`src/source/memPkg.sv`:
```
package memPkg;

    // ############################################################
    // Widths with a meaning
    // ############################################################

    // Byte address, wraps modulo the RAM size downstream
    typedef logic [31:0] addrT;

    typedef logic [31:0] dataT;

    // Tag picked by the requester and echoed back in the response
    typedef logic [3:0] nickT;

    typedef enum logic [1:0] {
        lenByte = 2'd0,
        lenHalf = 2'd1,
        lenWord = 2'd2
    } lenE;

    // ############################################################
    // Request and response
    // ############################################################

    typedef struct packed {
        logic store;
        addrT addr;
        dataT data;
        lenE  len;
        nickT nick;
    } memReqS;

    // Loads carry zero-extended data, stores carry zero
    typedef struct packed {
        dataT data;
        nickT nick;
    } memRspS;

    // ############################################################
    // State machines
    // ############################################################

    typedef enum logic [1:0] {
        idle      = 2'd0,
        fetchBusy = 2'd1,
        dataBusy  = 2'd2
    } ctrlStateE;

endpackage

```
`src/source/memCtrl.sv`:
```
`timescale 1ns/100ps

module memCtrl
    import memPkg::*;
#(
    parameter int RamAddrBits = 10
) (
    input  logic                   clk,
    input  logic                   rst,

    input  logic                   fetchEn,
    input  addrT                   fetchAddr,
    output logic                   fetchDone,
    output dataT                   fetchData,

    input  logic                   memEn,
    input  memReqS                 memReq,
    output logic                   dataBusy,
    output logic                   memDone,
    output dataT                   memData,

    output logic                   ramEn,
    output logic                   ramWe,
    output logic [RamAddrBits-1:0] ramAddr,
    output logic [7:0]             ramWdata,
    input  logic [7:0]             ramRdata
);

    ctrlStateE state;

    // Counts issued bytes, then one extra cycle for the last read byte
    logic [2:0] cnt;
    logic [2:0] total;
    logic [1:0] prevIdx;
    logic lastData;
    logic grantFetch;
    logic busy;

    logic curStore;
    addrT curAddr;
    dataT curData;
    lenE  curLen;
    dataT assembled;
    dataT merged;

    function automatic logic [2:0] byteCount(lenE len);
        case (len)
            lenHalf: byteCount = 3'd2;
            lenWord: byteCount = 3'd4;
            default: byteCount = 3'd1;
        endcase
    endfunction

    // Alternate when both sides wait
    assign grantFetch = fetchEn && (!memEn || lastData);

    assign busy     = (state != idle);
    assign dataBusy = busy;
    assign total    = byteCount(curLen);
    assign prevIdx  = cnt[1:0] - 2'd1;

    // ############################################################
    // Arbitration and byte sequencing
    // ############################################################

    always_ff @(posedge clk) begin
        if (rst) begin
            state    <= idle;
            cnt      <= '0;
            lastData <= 1'b0;
        end else begin
            case (state)
                idle: begin
                    cnt <= '0;
                    if (grantFetch) begin
                        state    <= fetchBusy;
                        lastData <= 1'b0;
                    end else if (memEn) begin
                        state    <= memPkg::dataBusy;
                        lastData <= 1'b1;
                    end
                end
                default: begin
                    if (cnt == total) begin
                        state <= idle;
                    end else begin
                        cnt <= cnt + 3'd1;
                    end
                end
            endcase
        end
    end

    // Latch the granted access
    always_ff @(posedge clk) begin
        if (state == idle) begin
            assembled <= '0;
            if (grantFetch) begin
                curStore <= 1'b0;
                curAddr  <= fetchAddr;
                curData  <= '0;
                curLen   <= lenWord;
            end else begin
                curStore <= memReq.store;
                curAddr  <= memReq.addr;
                curData  <= memReq.data;
                curLen   <= memReq.len;
            end
        end else begin
            assembled <= merged;
        end
    end

    // Read data trails its address by a cycle and lands little-endian
    always_comb begin
        merged = assembled;
        if (busy && cnt != 3'd0 && !curStore) begin
            merged[{prevIdx, 3'b000} +: 8] = ramRdata;
        end
    end

    // ############################################################
    // RAM side and completions
    // ############################################################

    assign ramEn    = busy && (cnt < total);
    assign ramWe    = ramEn && curStore;
    assign ramAddr  = curAddr[RamAddrBits-1:0] + RamAddrBits'(cnt);
    assign ramWdata = curData[{cnt[1:0], 3'b000} +: 8];

    assign memDone   = (state == memPkg::dataBusy) && (cnt == total);
    assign memData   = merged;
    assign fetchDone = (state == fetchBusy) && (cnt == total);
    assign fetchData = merged;

    assert property (@(posedge clk) disable iff (rst) !(memDone && fetchDone));

endmodule

```
`config.mk`:
```
export PLATFORM = sky130hd
export DESIGN_NAME = memCtrl
export DESIGN_NICKNAME = d
export VERILOG_FILES = /design/src/source/memPkg.sv /design/src/source/memCtrl.sv
export SDC_FILE = /design/constraint.sdc
export NUM_CORES = 1
export LEC_CHECK = 0
export BUFFER_PORTS_ARGS = -buffer_cell sky130_fd_sc_hd__buf_2
export CORE_ASPECT_RATIO = 1.5
export CORE_MARGIN = 4
export CORE_UTILIZATION = 29
export CTS_CLUSTER_SIZE = 28
export DETAILED_ROUTE_END_ITERATION = 8
export PLACE_DENSITY = 0.54
export SLEW_MARGIN = 20
export SYNTH_ARGS = -nofsm -noshare
export SYNTH_HDL_FRONTEND = slang
export SYNTH_SLANG_ARGS = --single-unit
```
`constraint.sdc`:
```
create_clock -name clk -period 5.59 [get_ports clk]
set_clock_uncertainty 0.2 [all_clocks]
set_input_delay 1.118 -clock clk [delete_from_list [all_inputs] [get_ports clk]]
set_output_delay 1.118 -clock clk [all_outputs]
set_load 0.02 [all_outputs]
```
* After elaboration in Yosys (flattened, before gate mapping)
Cells that the tools add are included.
** Word-level totals
- Bits in registers :: 83
- Input port bits :: 115
** Operators by class
- Add/sub/neg operators :: 4
- Magnitude comparators :: 1
- Eq/ne operators :: 6
- Shift operators :: 3
- Mux-type cells :: 10
- Reductions and logical operators :: 18
** Operators with widths (count)
- $bwmux W32 :: 1
- $mux W32 :: 1
- $shift A8 B7 Y32 const A :: 1
- $shiftx A32 B6 Y8 :: 1
- $shiftx A8 B7 Y32 :: 1
- $add A10 B3 Y10 :: 1
- $mux W10 :: 1
- $mux W2 :: 4
- $logic_and A1 B1 Y1 :: 7
- $neg A5 Y7 :: 1
- $pmux W3 S2 :: 1
- $reduce_bool A2 Y1 :: 3
- $eq A2 B1 Y1 const B :: 2
- $eq A2 B2 Y1 const B :: 2
- $reduce_and A2 Y1 :: 2
- $add A3 B1 Y3 const B :: 1
- $eq A3 B3 Y1 :: 1
- $lt A3 B3 Y1 :: 1
- $ne A3 B3 Y1 const B :: 1
- $reduce_bool A3 Y1 :: 1
- $logic_not A1 Y1 :: 2
- $logic_not A2 Y1 :: 1
- $mux W1 :: 2
- $reduce_or A2 Y1 :: 1
- 2 further kinds :: 2

* Longest topological paths before layout
Gate-level depths: netlist of run 1.
- Depth after elaboration :: 5
- Mapped depth :: 10
- Mapped depth without buffers :: 8

* Worst setup path before layout of run 1
Ideal clock, no wire load.
- Path type :: flip-flop to output port
- Start :: register cnt[1]
- End :: output memData[10]
- Arrival time :: 2.534 ns
- Data required time :: 4.272 ns
- Slack :: 1.738 ns
- Stages on the path, launching flop included :: 8
- Path through :: dfxtp_1 clkbuf_1 inv_1 ha_1 nor3b_4 nand2_1 o21ai_0 buf_4
** Between the ends
- Word-level cells in the longest chain between the ends :: 5
** Ends and longest elaborated chain
- from (decl) :: line memCtrl.sv:32 : logic [2:0] cnt;
- from (signal assigned) :: line memCtrl.sv:87 : cnt <= cnt + 3'd1;
- $sub A2 B1 Y2 :: line memCtrl.sv:60 : assign prevIdx = cnt[1:0] - 2'd1;
- $neg A5 Y7 :: line memCtrl.sv:118 : merged[{prevIdx, 3'b000} +: 8] = ramRdata;
- $shiftx A8 B7 Y32 or $shift A8 B7 Y32 (tied branches) :: line memCtrl.sv:118
- $bwmux W32 :: line memCtrl.sv:118
- $mux W32 * :: line memCtrl.sv:117 : if (busy && cnt != 3'd0 && !curStore) begin
- to (decl) :: line memCtrl.sv:20 : output dataT memData,
Every way passes the cells marked *; elsewhere a longest branch is shown, timed or not.

* Worst setup path in the final report of run 1
- Start :: register cnt[0]
- End :: output ramAddr[8]
** Between the ends
- Word-level cells in the longest chain between the ends :: 1
** Ends and longest elaborated chain
- $add A10 B3 Y10 :: line memCtrl.sv:128 : assign ramAddr = curAddr[RamAddrBits-1:0] + RamAddrBits'(cnt);
- to (decl) :: line memCtrl.sv:24 : output logic [RamAddrBits-1:0] ramAddr,
No other way between the ends.

==> report_table.html, run 1 <==
<table>
<tr><th>Metric</th><th>Value</th></tr>
<tr><th colspan="2">Logic synthesis</th></tr>
<tr><td>Main flop type after synthesis</td><td>edfxtp_1</td></tr>
<tr><td>Area of the mapped netlist</td><td>4250 sq um</td></tr>
<tr><td>Number of instances in the synthesized netlist</td><td>415</td></tr>
<tr><td>Post-synth top area share</td><td>31.8%</td></tr>
<tr><td>Synthesized netlist net count</td><td>545</td></tr>
<tr><td>Synthesis warning total</td><td>0</td></tr>
<tr><td>EDFF count, synth</td><td>45</td></tr>
<tr><td>Mean Syn Cell Area</td><td>10.2 sq um</td></tr>
<tr><td>Register bit count reported by yosys</td><td>83</td></tr>
<tr><td>Main area contributors after synthesis</td><td>edfxtp_1, dfxtp_1, buf_4</td></tr>
<tr><td>Cell type with the highest aggregate area in the netlist</td><td>edfxtp_1</td></tr>
<tr><td>Netlist cell types</td><td>42</td></tr>
<tr><td>Sequential fraction of the synthesis area</td><td>49.7%</td></tr>
<tr><td>Share of flip-flops with an asynchronous set or reset</td><td>0%</td></tr>
<tr><th colspan="2">Place</th></tr>
<tr><td>I/O Buffers</td><td>153</td></tr>
<tr><td>Post-detailed-placement half-perimeter wirelength</td><td>7700 um</td></tr>
<tr><td>Weighted congestion at the end of routability-driven global placement</td><td>0.773</td></tr>
<tr><td>Worst slack at placement</td><td>1990 ps</td></tr>
<tr><th colspan="2">Pwr</th></tr>
<tr><td>Portion of total power attributed to the clock network</td><td>33.7%</td></tr>
<tr><td>Internal Power</td><td>1240 uW</td></tr>
<tr><td>PwrDens</td><td>335 nW/um^2</td></tr>
<tr><td>Max rail drop VDD</td><td>0.000135 V</td></tr>
<tr><td>Portion of total power attributed to sequential cells</td><td>43.5%</td></tr>
<tr><td>Sw Share</td><td>29.6%</td></tr>
<tr><td>Psw</td><td>521 uW</td></tr>
<tr><td>Power share of the combinational group</td><td>22.8%</td></tr>
<tr><td>Leakage power figure</td><td>0.00235 uW</td></tr>
<tr><th colspan="2">Cells and area</th></tr>
<tr><td>Fraction of final layout cells sized beyond drive strength 1</td><td>37.4%</td></tr>
<tr><td>Post-synthesis to final-layout area growth</td><td>23.7%</td></tr>
<tr><td>Storage element area</td><td>2110 sq um</td></tr>
<tr><td>Combined area of the multi-input logic cells</td><td>1760 sq um</td></tr>
<tr><td>Core occupancy in the finished layout</td><td>37.0%</td></tr>
<tr><td>Layout net count</td><td>663</td></tr>
<tr><td>Count of inserted antenna diode cells</td><td>0</td></tr>
<tr><td>Layout fillers</td><td>1493</td></tr>
<tr><th colspan="2">Job</th></tr>
<tr><td>Max-cap violations</td><td>0</td></tr>
<tr><th colspan="2">GRT</th></tr>
<tr><td>Via count of the first global-routing pass</td><td>3197</td></tr>
<tr><td>Largest net degree at the start of global routing</td><td>71</td></tr>
<tr><td>Number of antenna violations at the first check in global routing</td><td>0</td></tr>
<tr><td>Overall routing resource usage</td><td>12.0%</td></tr>
<tr><td>First-pass GRT wire length</td><td>15800 um</td></tr>
<tr><td>Aggregate global routing overflow</td><td>0</td></tr>
<tr><th colspan="2">STA</th></tr>
<tr><td>Post-route worst setup slack</td><td>1700 ps</td></tr>
<tr><td>Post-Route Setup TNS</td><td>0 ps</td></tr>
<tr><td>Slew at the pin closest to its max-slew limit</td><td>883 ps</td></tr>
<tr><td>Final Hold Slack</td><td>260 ps</td></tr>
<tr><td>Setup-failing EPs final</td><td>0</td></tr>
<tr><td>Top achievable clock speed</td><td>0.257 GHz</td></tr>
<tr><td>Setup repair after global routing missed its margin</td><td>no</td></tr>
<tr><td>Rel. slew slack</td><td>41.1%</td></tr>
<tr><td>Fin crit share</td><td>69.6%</td></tr>
<tr><td>Final hold violation count</td><td>0</td></tr>
<tr><td>Tmin final</td><td>3890 ps</td></tr>
<tr><td>Final count of pins violating max slew</td><td>0</td></tr>
<tr><th colspan="2">Worst hold path</th></tr>
<tr><td>Type of the worst min-delay path</td><td>reg2reg</td></tr>
<tr><td>Hold_sp</td><td>assembled[29]</td></tr>
<tr><td>Hold worst-path end</td><td>assembled[29]</td></tr>
<tr><td>Cell count of the worst hold path</td><td>2</td></tr>
<tr><th colspan="2">Clock tree</th></tr>
<tr><td>Post-CTS Repair Setup Buffers</td><td>0</td></tr>
<tr><td>Maximum root-to-sink buffer count</td><td>2</td></tr>
<tr><td>Number of sinks driven by the clock tree</td><td>83</td></tr>
<tr><td># resized after CTS</td><td>0</td></tr>
<tr><td>Level count of the clock H-tree</td><td>3</td></tr>
<tr><td>Clock latency at the later pin of the worst-skew pair</td><td>330 ps</td></tr>
<tr><td>Root Buffer Master</td><td>clkbuf_16</td></tr>
<tr><td>Hold buffer count at CTS</td><td>0</td></tr>
<tr><td>Reg clk slew, reported paths</td><td>60 ps</td></tr>
<tr><td>Total clock buffers created by CTS</td><td>9</td></tr>
<tr><td>CTS tree</td><td>yes</td></tr>
<tr><th colspan="2">Detailed routing</th></tr>
<tr><td>Remaining DRCs</td><td>0</td></tr>
<tr><td>Routed len/inst</td><td>13.5 um</td></tr>
<tr><td>Overall routed net length</td><td>9890 um</td></tr>
<tr><td>DRC violation total after the first TritonRoute iteration</td><td>90</td></tr>
<tr><td>Count of vias placed by the detailed router</td><td>3221</td></tr>
<tr><td>Number of antenna-violating nets in the routed design</td><td>0</td></tr>
<tr><td>Number of detailed-route iterations in the first pass</td><td>4</td></tr>
<tr><td>Vias per cell</td><td>4.41</td></tr>
<tr><th colspan="2">Setup path</th></tr>
<tr><td>Chain of cells forming the critical path</td><td>buf_4 -&gt; ha_1 -&gt; inv_1 -&gt; fa_1 -&gt; nor2b_1 -&gt; o21ai_0 -&gt; nor3_1 -&gt; xor2_1 -&gt; buf_2</td></tr>
<tr><td>Capture instance of the worst register-to-register path</td><td>assembled[13]</td></tr>
<tr><td>Startpoint Class</td><td>flip-flop</td></tr>
<tr><td>Required time at the endpoint of the critical path</td><td>4270 ps</td></tr>
<tr><td>Critical R2R Launch</td><td>cnt[1]</td></tr>
<tr><td>Critical path's top delay family</td><td>adder cells</td></tr>
<tr><td>Endpoint kind of the worst setup timing path</td><td>primary output</td></tr>
<tr><td>Master of the slowest instance on the critical path</td><td>fa_1</td></tr>
<tr><td>Slowest cell delay on critical path</td><td>400 ps</td></tr>
<tr><td>Number of buffers and inverters on the critical path</td><td>3</td></tr>
<tr><td>Critical Setup Path Class</td><td>reg2out</td></tr>
<tr><td>Worst Path Arrival</td><td>2570 ps</td></tr>
<tr><td>Worst reg2reg path depth</td><td>6</td></tr>
<tr><td>Setup slack of the worst register-to-register path</td><td>3240 ps</td></tr>
<tr><td>Maximum net fanout on the critical path</td><td>17</td></tr>
<tr><th colspan="2">Floorplanning</th></tr>
<tr><td>Effective utilization at floorplan</td><td>29.9%</td></tr>
<tr><td>Chip Width</td><td>107 um</td></tr>
<tr><td>Number of ports placed on the die boundary</td><td>202</td></tr>
<tr><td>Area of the core</td><td>14200 sq um</td></tr>
<tr><td>Chip Height</td><td>156 um</td></tr>
<tr><td>Die footprint</td><td>16700 sq um</td></tr>
<tr><td>Number of placement rows</td><td>53</td></tr>
<tr><th colspan="2">Status</th></tr>
<tr><td>Run status</td><td>completed</td></tr>
</table>
[cell type report]
class / count / area share (%)
clock buffers: 9 / 4.29
clock inverters: 7 / 1.45
repair buffers: 157 / 15.2
multi-input cells: 271 / 33.5
inverters: 11 / 0.786
flip-flops and latches: 83 / 40.2
well taps: 192 / 4.58
[worst register-to-register path: stages (launching register included)]
cell and delay, ps:
dfxtp_1 330, inv_1 120, ha_1 240, nand2b_1 150
nand3_1 620, or2_1 490, a21oi_2 140
[through the flow]
step                      area, sq um  power (uW)  cells
after CTS                        5250        1790    730
after global routing             5250        1870    730
final                            5250        1760    730
after global placement           4950        1180    714
after detailed placement         4950        1190    714
after floorplan                  4250        1060    415
[worst max path at each step]
stage                     startpoint  depth (start not counted)  slack [ps]           to
after floorplan               cnt[1]                          7        1740  memData[10]
after global placement        cnt[0]                          9        2020   ramAddr[8]
after detailed placement      cnt[0]                          9        1990   ramAddr[8]
after CTS                     cnt[0]                          9        1620   ramAddr[8]
after global routing          cnt[0]                          9        1420   ramAddr[8]
final                         cnt[0]                          9        1700   ramAddr[8]
[Yosys cell counts (all sizes together) (6+ instances only)]
| master | count |
|---|---|
| xnor2 | 6 |
| mux4 | 8 |
| edfxtp | 45 |
| ha | 14 |
| nor3 | 6 |
| a21oi | 21 |
| nor2 | 6 |
| dfxtp | 38 |
| buf | 42 |
| mux2 | 10 |
| and2 | 35 |
| nand2 | 73 |
| clkbuf | 8 |
| inv | 10 |
| o21ai | 29 |
| nand3 | 34 |
[cell families (layout without fill, tap and decap cells)]
family	Yosys count	count (layout)	share of synthesized area, %
AND/OR/NAND/NOR	171	171	20.5
flip-flops	83	83	49.7
buffers and inverters	61	184	8.81
AO/OA/AOI/OAI	58	58	7.63
multiplexers	18	18	6.90
adder cells (fa/ha/maj)	15	15	4.60
XOR/XNOR	9	9	1.86
[layout by cell type (no fill, tap or decap), drive strengths merged, types with 2 or more instances in the layout]
cell type    n
nand3       34
and2        35
mux2        10
nor3b        3
o21ai       29
xnor2        6
and3         4
or2          4
xor2         3
nand2       73
ha          14
nor3         6
nand2b       2
a211oi       2
clkinv       2
clkinvlp     2
buf        157
dfxtp       38
edfxtp      45
mux4         8
a21oi       21
clkbuf       9
nor2b        2
nor2         6
inv         13
[power groups by stage]
stage               Combinational, uW  Sequential, uW  Clock, uW
finish                            401             766        594
global route                      449             775        643
detailed placement                414             781          0
floorplan                         283             775          0
global placement                  407             776          0
CTS                               415             767        611
[registers in the layout (all words and copies together), names as in the netlist]
name,count
state,2
curAddr,10
lastData,1
assembled,32
curLen,2
curData,32
cnt,3
curStore,1
[metal layers]
metal	part of all wire (%)	global-route usage, %	routed length, um
met5	0	0	0
met4	1.1	4.02	110
met3	7.9	3.81	783
met2	50	21.4	4960
met1	41	13.6	4040
No activity file was read; power rests on OpenSTA's default activity.
==> run 2, diff against run 1 <==
==> constraint.sdc (replaced) <==
create_clock -name clk -period 3.9 [get_ports clk]
set_clock_uncertainty 0.2 [all_clocks]
set_input_delay 0.78 -clock clk [delete_from_list [all_inputs] [get_ports clk]]
set_output_delay 0.78 -clock clk [all_outputs]
set_load 0.02 [all_outputs]
==> report_table.html, run 2 (synthesis gave the netlist of run 1 again) <==
<table>
<tr><th>Metric</th><th>Value</th></tr>
<tr><th colspan="2">Setup path</th></tr>
<tr><td>Capture instance of the worst register-to-register path</td><td>assembled[6]</td></tr>
<tr><td>Number of buffers and inverters on the critical path</td><td>2 (-1)</td></tr>
<tr><td>Slowest cell delay on critical path</td><td>610 ps (+210 ps)</td></tr>
<tr><td>Critical path's top delay family</td><td>adder cells</td></tr>
<tr><td>Maximum net fanout on the critical path</td><td>9 (-8)</td></tr>
<tr><td>Startpoint Class</td><td>flip-flop</td></tr>
<tr><td>Critical R2R Launch</td><td>cnt[0]</td></tr>
<tr><td>Required time at the endpoint of the critical path</td><td>2920 ps (-1350 ps)</td></tr>
<tr><td>Endpoint kind of the worst setup timing path</td><td>primary output</td></tr>
<tr><td>Critical Setup Path Class</td><td>reg2out</td></tr>
<tr><td>Setup slack of the worst register-to-register path</td><td>1540 ps (-1700 ps)</td></tr>
<tr><td>Worst Path Arrival</td><td>2580 ps (about the same)</td></tr>
<tr><td>Master of the slowest instance on the critical path</td><td>dfxtp_1</td></tr>
<tr><td>Worst reg2reg path depth</td><td>6 (unchanged)</td></tr>
<tr><td>Chain of cells forming the critical path</td><td>ha_1 -&gt; inv_1 -&gt; fa_1 -&gt; nor2b_1 -&gt; o21ai_0 -&gt; nor3_1 -&gt; xor2_1 -&gt; buf_2</td></tr>
<tr><th colspan="2">STA</th></tr>
<tr><td>Top achievable clock speed</td><td>0.281 GHz</td></tr>
<tr><td>Setup-failing EPs final</td><td>0 (unchanged)</td></tr>
<tr><td>Setup repair after global routing missed its margin</td><td>no</td></tr>
<tr><td>Post-Route Setup TNS</td><td>0 ps (unchanged)</td></tr>
<tr><td>Tmin final</td><td>3560 ps</td></tr>
<tr><td>Rel. slew slack</td><td>43.3% (+2.2 points)</td></tr>
<tr><td>Slew at the pin closest to its max-slew limit</td><td>851 ps (-32.4 ps)</td></tr>
<tr><td>Fin crit share</td><td>91.2%</td></tr>
<tr><td>Final count of pins violating max slew</td><td>0 (unchanged)</td></tr>
<tr><td>Final hold violation count</td><td>0 (unchanged)</td></tr>
<tr><th colspan="2">Worst hold path</th></tr>
<tr><td>Hold worst-path end</td><td>assembled[17]</td></tr>
<tr><td>Cell count of the worst hold path</td><td>2 (unchanged)</td></tr>
<tr><td>Type of the worst min-delay path</td><td>reg2reg</td></tr>
<tr><td>Hold_sp</td><td>assembled[17]</td></tr>
<tr><th colspan="2">Floorplanning</th></tr>
<tr><td>Area of the core</td><td>14200 sq um (unchanged)</td></tr>
<tr><td>Chip Width</td><td>107 um (unchanged)</td></tr>
<tr><td>Number of ports placed on the die boundary</td><td>202 (unchanged)</td></tr>
<tr><td>Number of placement rows</td><td>53 (unchanged)</td></tr>
<tr><td>Chip Height</td><td>156 um (unchanged)</td></tr>
<tr><td>Effective utilization at floorplan</td><td>29.9% (unchanged)</td></tr>
<tr><td>Die footprint</td><td>16700 sq um (unchanged)</td></tr>
<tr><th colspan="2">Cells and area</th></tr>
<tr><td>Layout fillers</td><td>1516 (+1.5%)</td></tr>
<tr><td>Most common library cell in the layout ignoring fill and taps</td><td>buf_2</td></tr>
<tr><td>Fraction of final layout cells sized beyond drive strength 1</td><td>37.7% (+0.30 points)</td></tr>
<tr><td>Commonest non-fill, non-tap cells in the layout</td><td>buf_2, nand2_1, edfxtp_1, dfxtp_1, and2_1</td></tr>
<tr><td>Registers with the highest flip-flop counts</td><td>assembled: 32 flops, curData: 32 flops, curAddr: 10 flops</td></tr>
<tr><td>Count of inserted antenna diode cells</td><td>0 (unchanged)</td></tr>
<tr><td>Layout net count</td><td>664 (+0.15%)</td></tr>
<tr><td>Number of standard cells in the layout, taps in and fillers out</td><td>731 (+0.14%)</td></tr>
<tr><td>Post-synthesis to final-layout area growth</td><td>24.9%</td></tr>
<tr><td>Core occupancy in the finished layout</td><td>37.4% (+0.37 points)</td></tr>
<tr><th colspan="2">Job</th></tr>
<tr><td>Max-cap violations</td><td>0 (unchanged)</td></tr>
<tr><th colspan="2">Detailed routing</th></tr>
<tr><td>DRC violation total after the first TritonRoute iteration</td><td>93 (+3.3%)</td></tr>
<tr><td>Overall routed net length</td><td>9950 um (+0.61%)</td></tr>
<tr><td>Routed len/inst</td><td>13.6 um (+0.47%)</td></tr>
<tr><td>Remaining DRCs</td><td>0 (unchanged)</td></tr>
<tr><td>Number of antenna-violating nets in the routed design</td><td>0 (unchanged)</td></tr>
<tr><td>Count of vias placed by the detailed router</td><td>3267 (+1.4%)</td></tr>
<tr><td>Vias per cell</td><td>4.47 (+1.3%)</td></tr>
<tr><td>Number of detailed-route iterations in the first pass</td><td>4 (unchanged)</td></tr>
<tr><th colspan="2">Pwr</th></tr>
<tr><td>Max rail drop VDD</td><td>0.000222 V (+65%)</td></tr>
<tr><td>PwrDens</td><td>497 nW/um^2 (+48%)</td></tr>
<tr><td>Leakage power figure</td><td>0.00238 uW (+1.2%)</td></tr>
<tr><td>Power consumption</td><td>2630 uW (+50%)</td></tr>
<tr><th colspan="2">Place</th></tr>
<tr><td>Post-detailed-placement half-perimeter wirelength</td><td>7760 um (+0.78%)</td></tr>
<tr><td>Number of placed cells counting well taps</td><td>715 (+0.14%)</td></tr>
<tr><td>Weighted congestion at the end of routability-driven global placement</td><td>0.763 (-1.3%)</td></tr>
<tr><td>I/O Buffers</td><td>153 (unchanged)</td></tr>
<tr><th colspan="2">Clock tree</th></tr>
<tr><td>Level count of the clock H-tree</td><td>3 (unchanged)</td></tr>
<tr><td>Hold buffer count at CTS</td><td>0 (unchanged)</td></tr>
<tr><td>Post-CTS Repair Setup Buffers</td><td>0 (unchanged)</td></tr>
<tr><td>Number of sinks driven by the clock tree</td><td>83 (unchanged)</td></tr>
<tr><td>Clock latency at the later pin of the worst-skew pair</td><td>330 ps (about the same)</td></tr>
<tr><td>CTS tree</td><td>yes</td></tr>
<tr><td>Total clock buffers created by CTS</td><td>9 (unchanged)</td></tr>
<tr><td># resized after CTS</td><td>0 (unchanged)</td></tr>
<tr><td>Root Buffer Master</td><td>clkbuf_16</td></tr>
<tr><td>Maximum root-to-sink buffer count</td><td>2 (unchanged)</td></tr>
<tr><td>Reg clk slew, reported paths</td><td>60 ps (about the same)</td></tr>
<tr><th colspan="2">GRT</th></tr>
<tr><td>First-pass GRT wire length</td><td>15700 um (-0.61%)</td></tr>
<tr><td>Aggregate global routing overflow</td><td>0 (unchanged)</td></tr>
<tr><td>Largest net degree at the start of global routing</td><td>71 (unchanged)</td></tr>
<tr><td>Overall routing resource usage</td><td>12.0% (-0.090 points)</td></tr>
<tr><td>Via count of the first global-routing pass</td><td>3176 (-0.66%)</td></tr>
<tr><td>Number of antenna violations at the first check in global routing</td><td>0 (unchanged)</td></tr>
<tr><th colspan="2">Status</th></tr>
<tr><td>Run status</td><td>completed</td></tr>
</table>
[run 2: cell count changes in the layout (fill, tap and decap cells not counted), sizes merged]
cell / delta
bufinv: +2
inv: -2
buf: +1
clkinv: +1
clkinvlp: -1
[run 2: layout make-up]
cell class	instances	area [sq um]	share of cell area, %
clock buffers	9	225	4.25
well taps	192	240	4.53
multi-input cells	271	1760	33.3
inverters	11	41.3	0.779
repair buffers	158	803	15.1
clock inverters	7	116	2.19
flip-flops and latches	83	2110	39.8
[run 2: layer usage]
layer / vias up / share of wire, % / GRT usage (%)
met5: - / 0 / 0
met4: 0 / 1.1 / 3.66
met3: 8 / 8.0 / 3.23
met2: 122 / 52 / 21.8
met1: 1490 / 39 / 13.5
li1: 1647 / - / -
[run 2: worst max-delay path by stage]
stage	startpoint	to	slack, ps	cells after the start
floorplan	cnt[1]	memData[10]	390	7
global placement	cnt[0]	fetchData[13]	580	7
detailed placement	cnt[0]	memData[13]	540	7
CTS	cnt[0]	memData[13]	170	7
global route	cnt[0]	ramAddr[8]	100	8
finish	cnt[0]	ramAddr[8]	340	8
[run 2: metrics by stage]
stage	worst slack, ps	instance area (sq um)	hold WS (ps)
after global routing	97.4	5300	277
after CTS	170	5300	261
after global placement	582	4960	248
after floorplan	386	4250	239
after detailed placement	535	4960	252
final	341	5300	258
[run 2: worst register-to-register path: cells and delay by family, from the launching register on]
family	cells	cell delay (ps)
buffers and inverters	1	150
AO/OA/AOI/OAI	1	140
AND/OR/NAND/NOR	3	930
flip-flops	1	610
adder cells (fa/ha/maj)	1	260
[run 2: power by group]
group | internal (uW) | switching [uW] | total, uW
Combinational | 216 | 355 | 571
Clock | 624 | 334 | 958
Sequential | 1060 | 44.2 | 1100
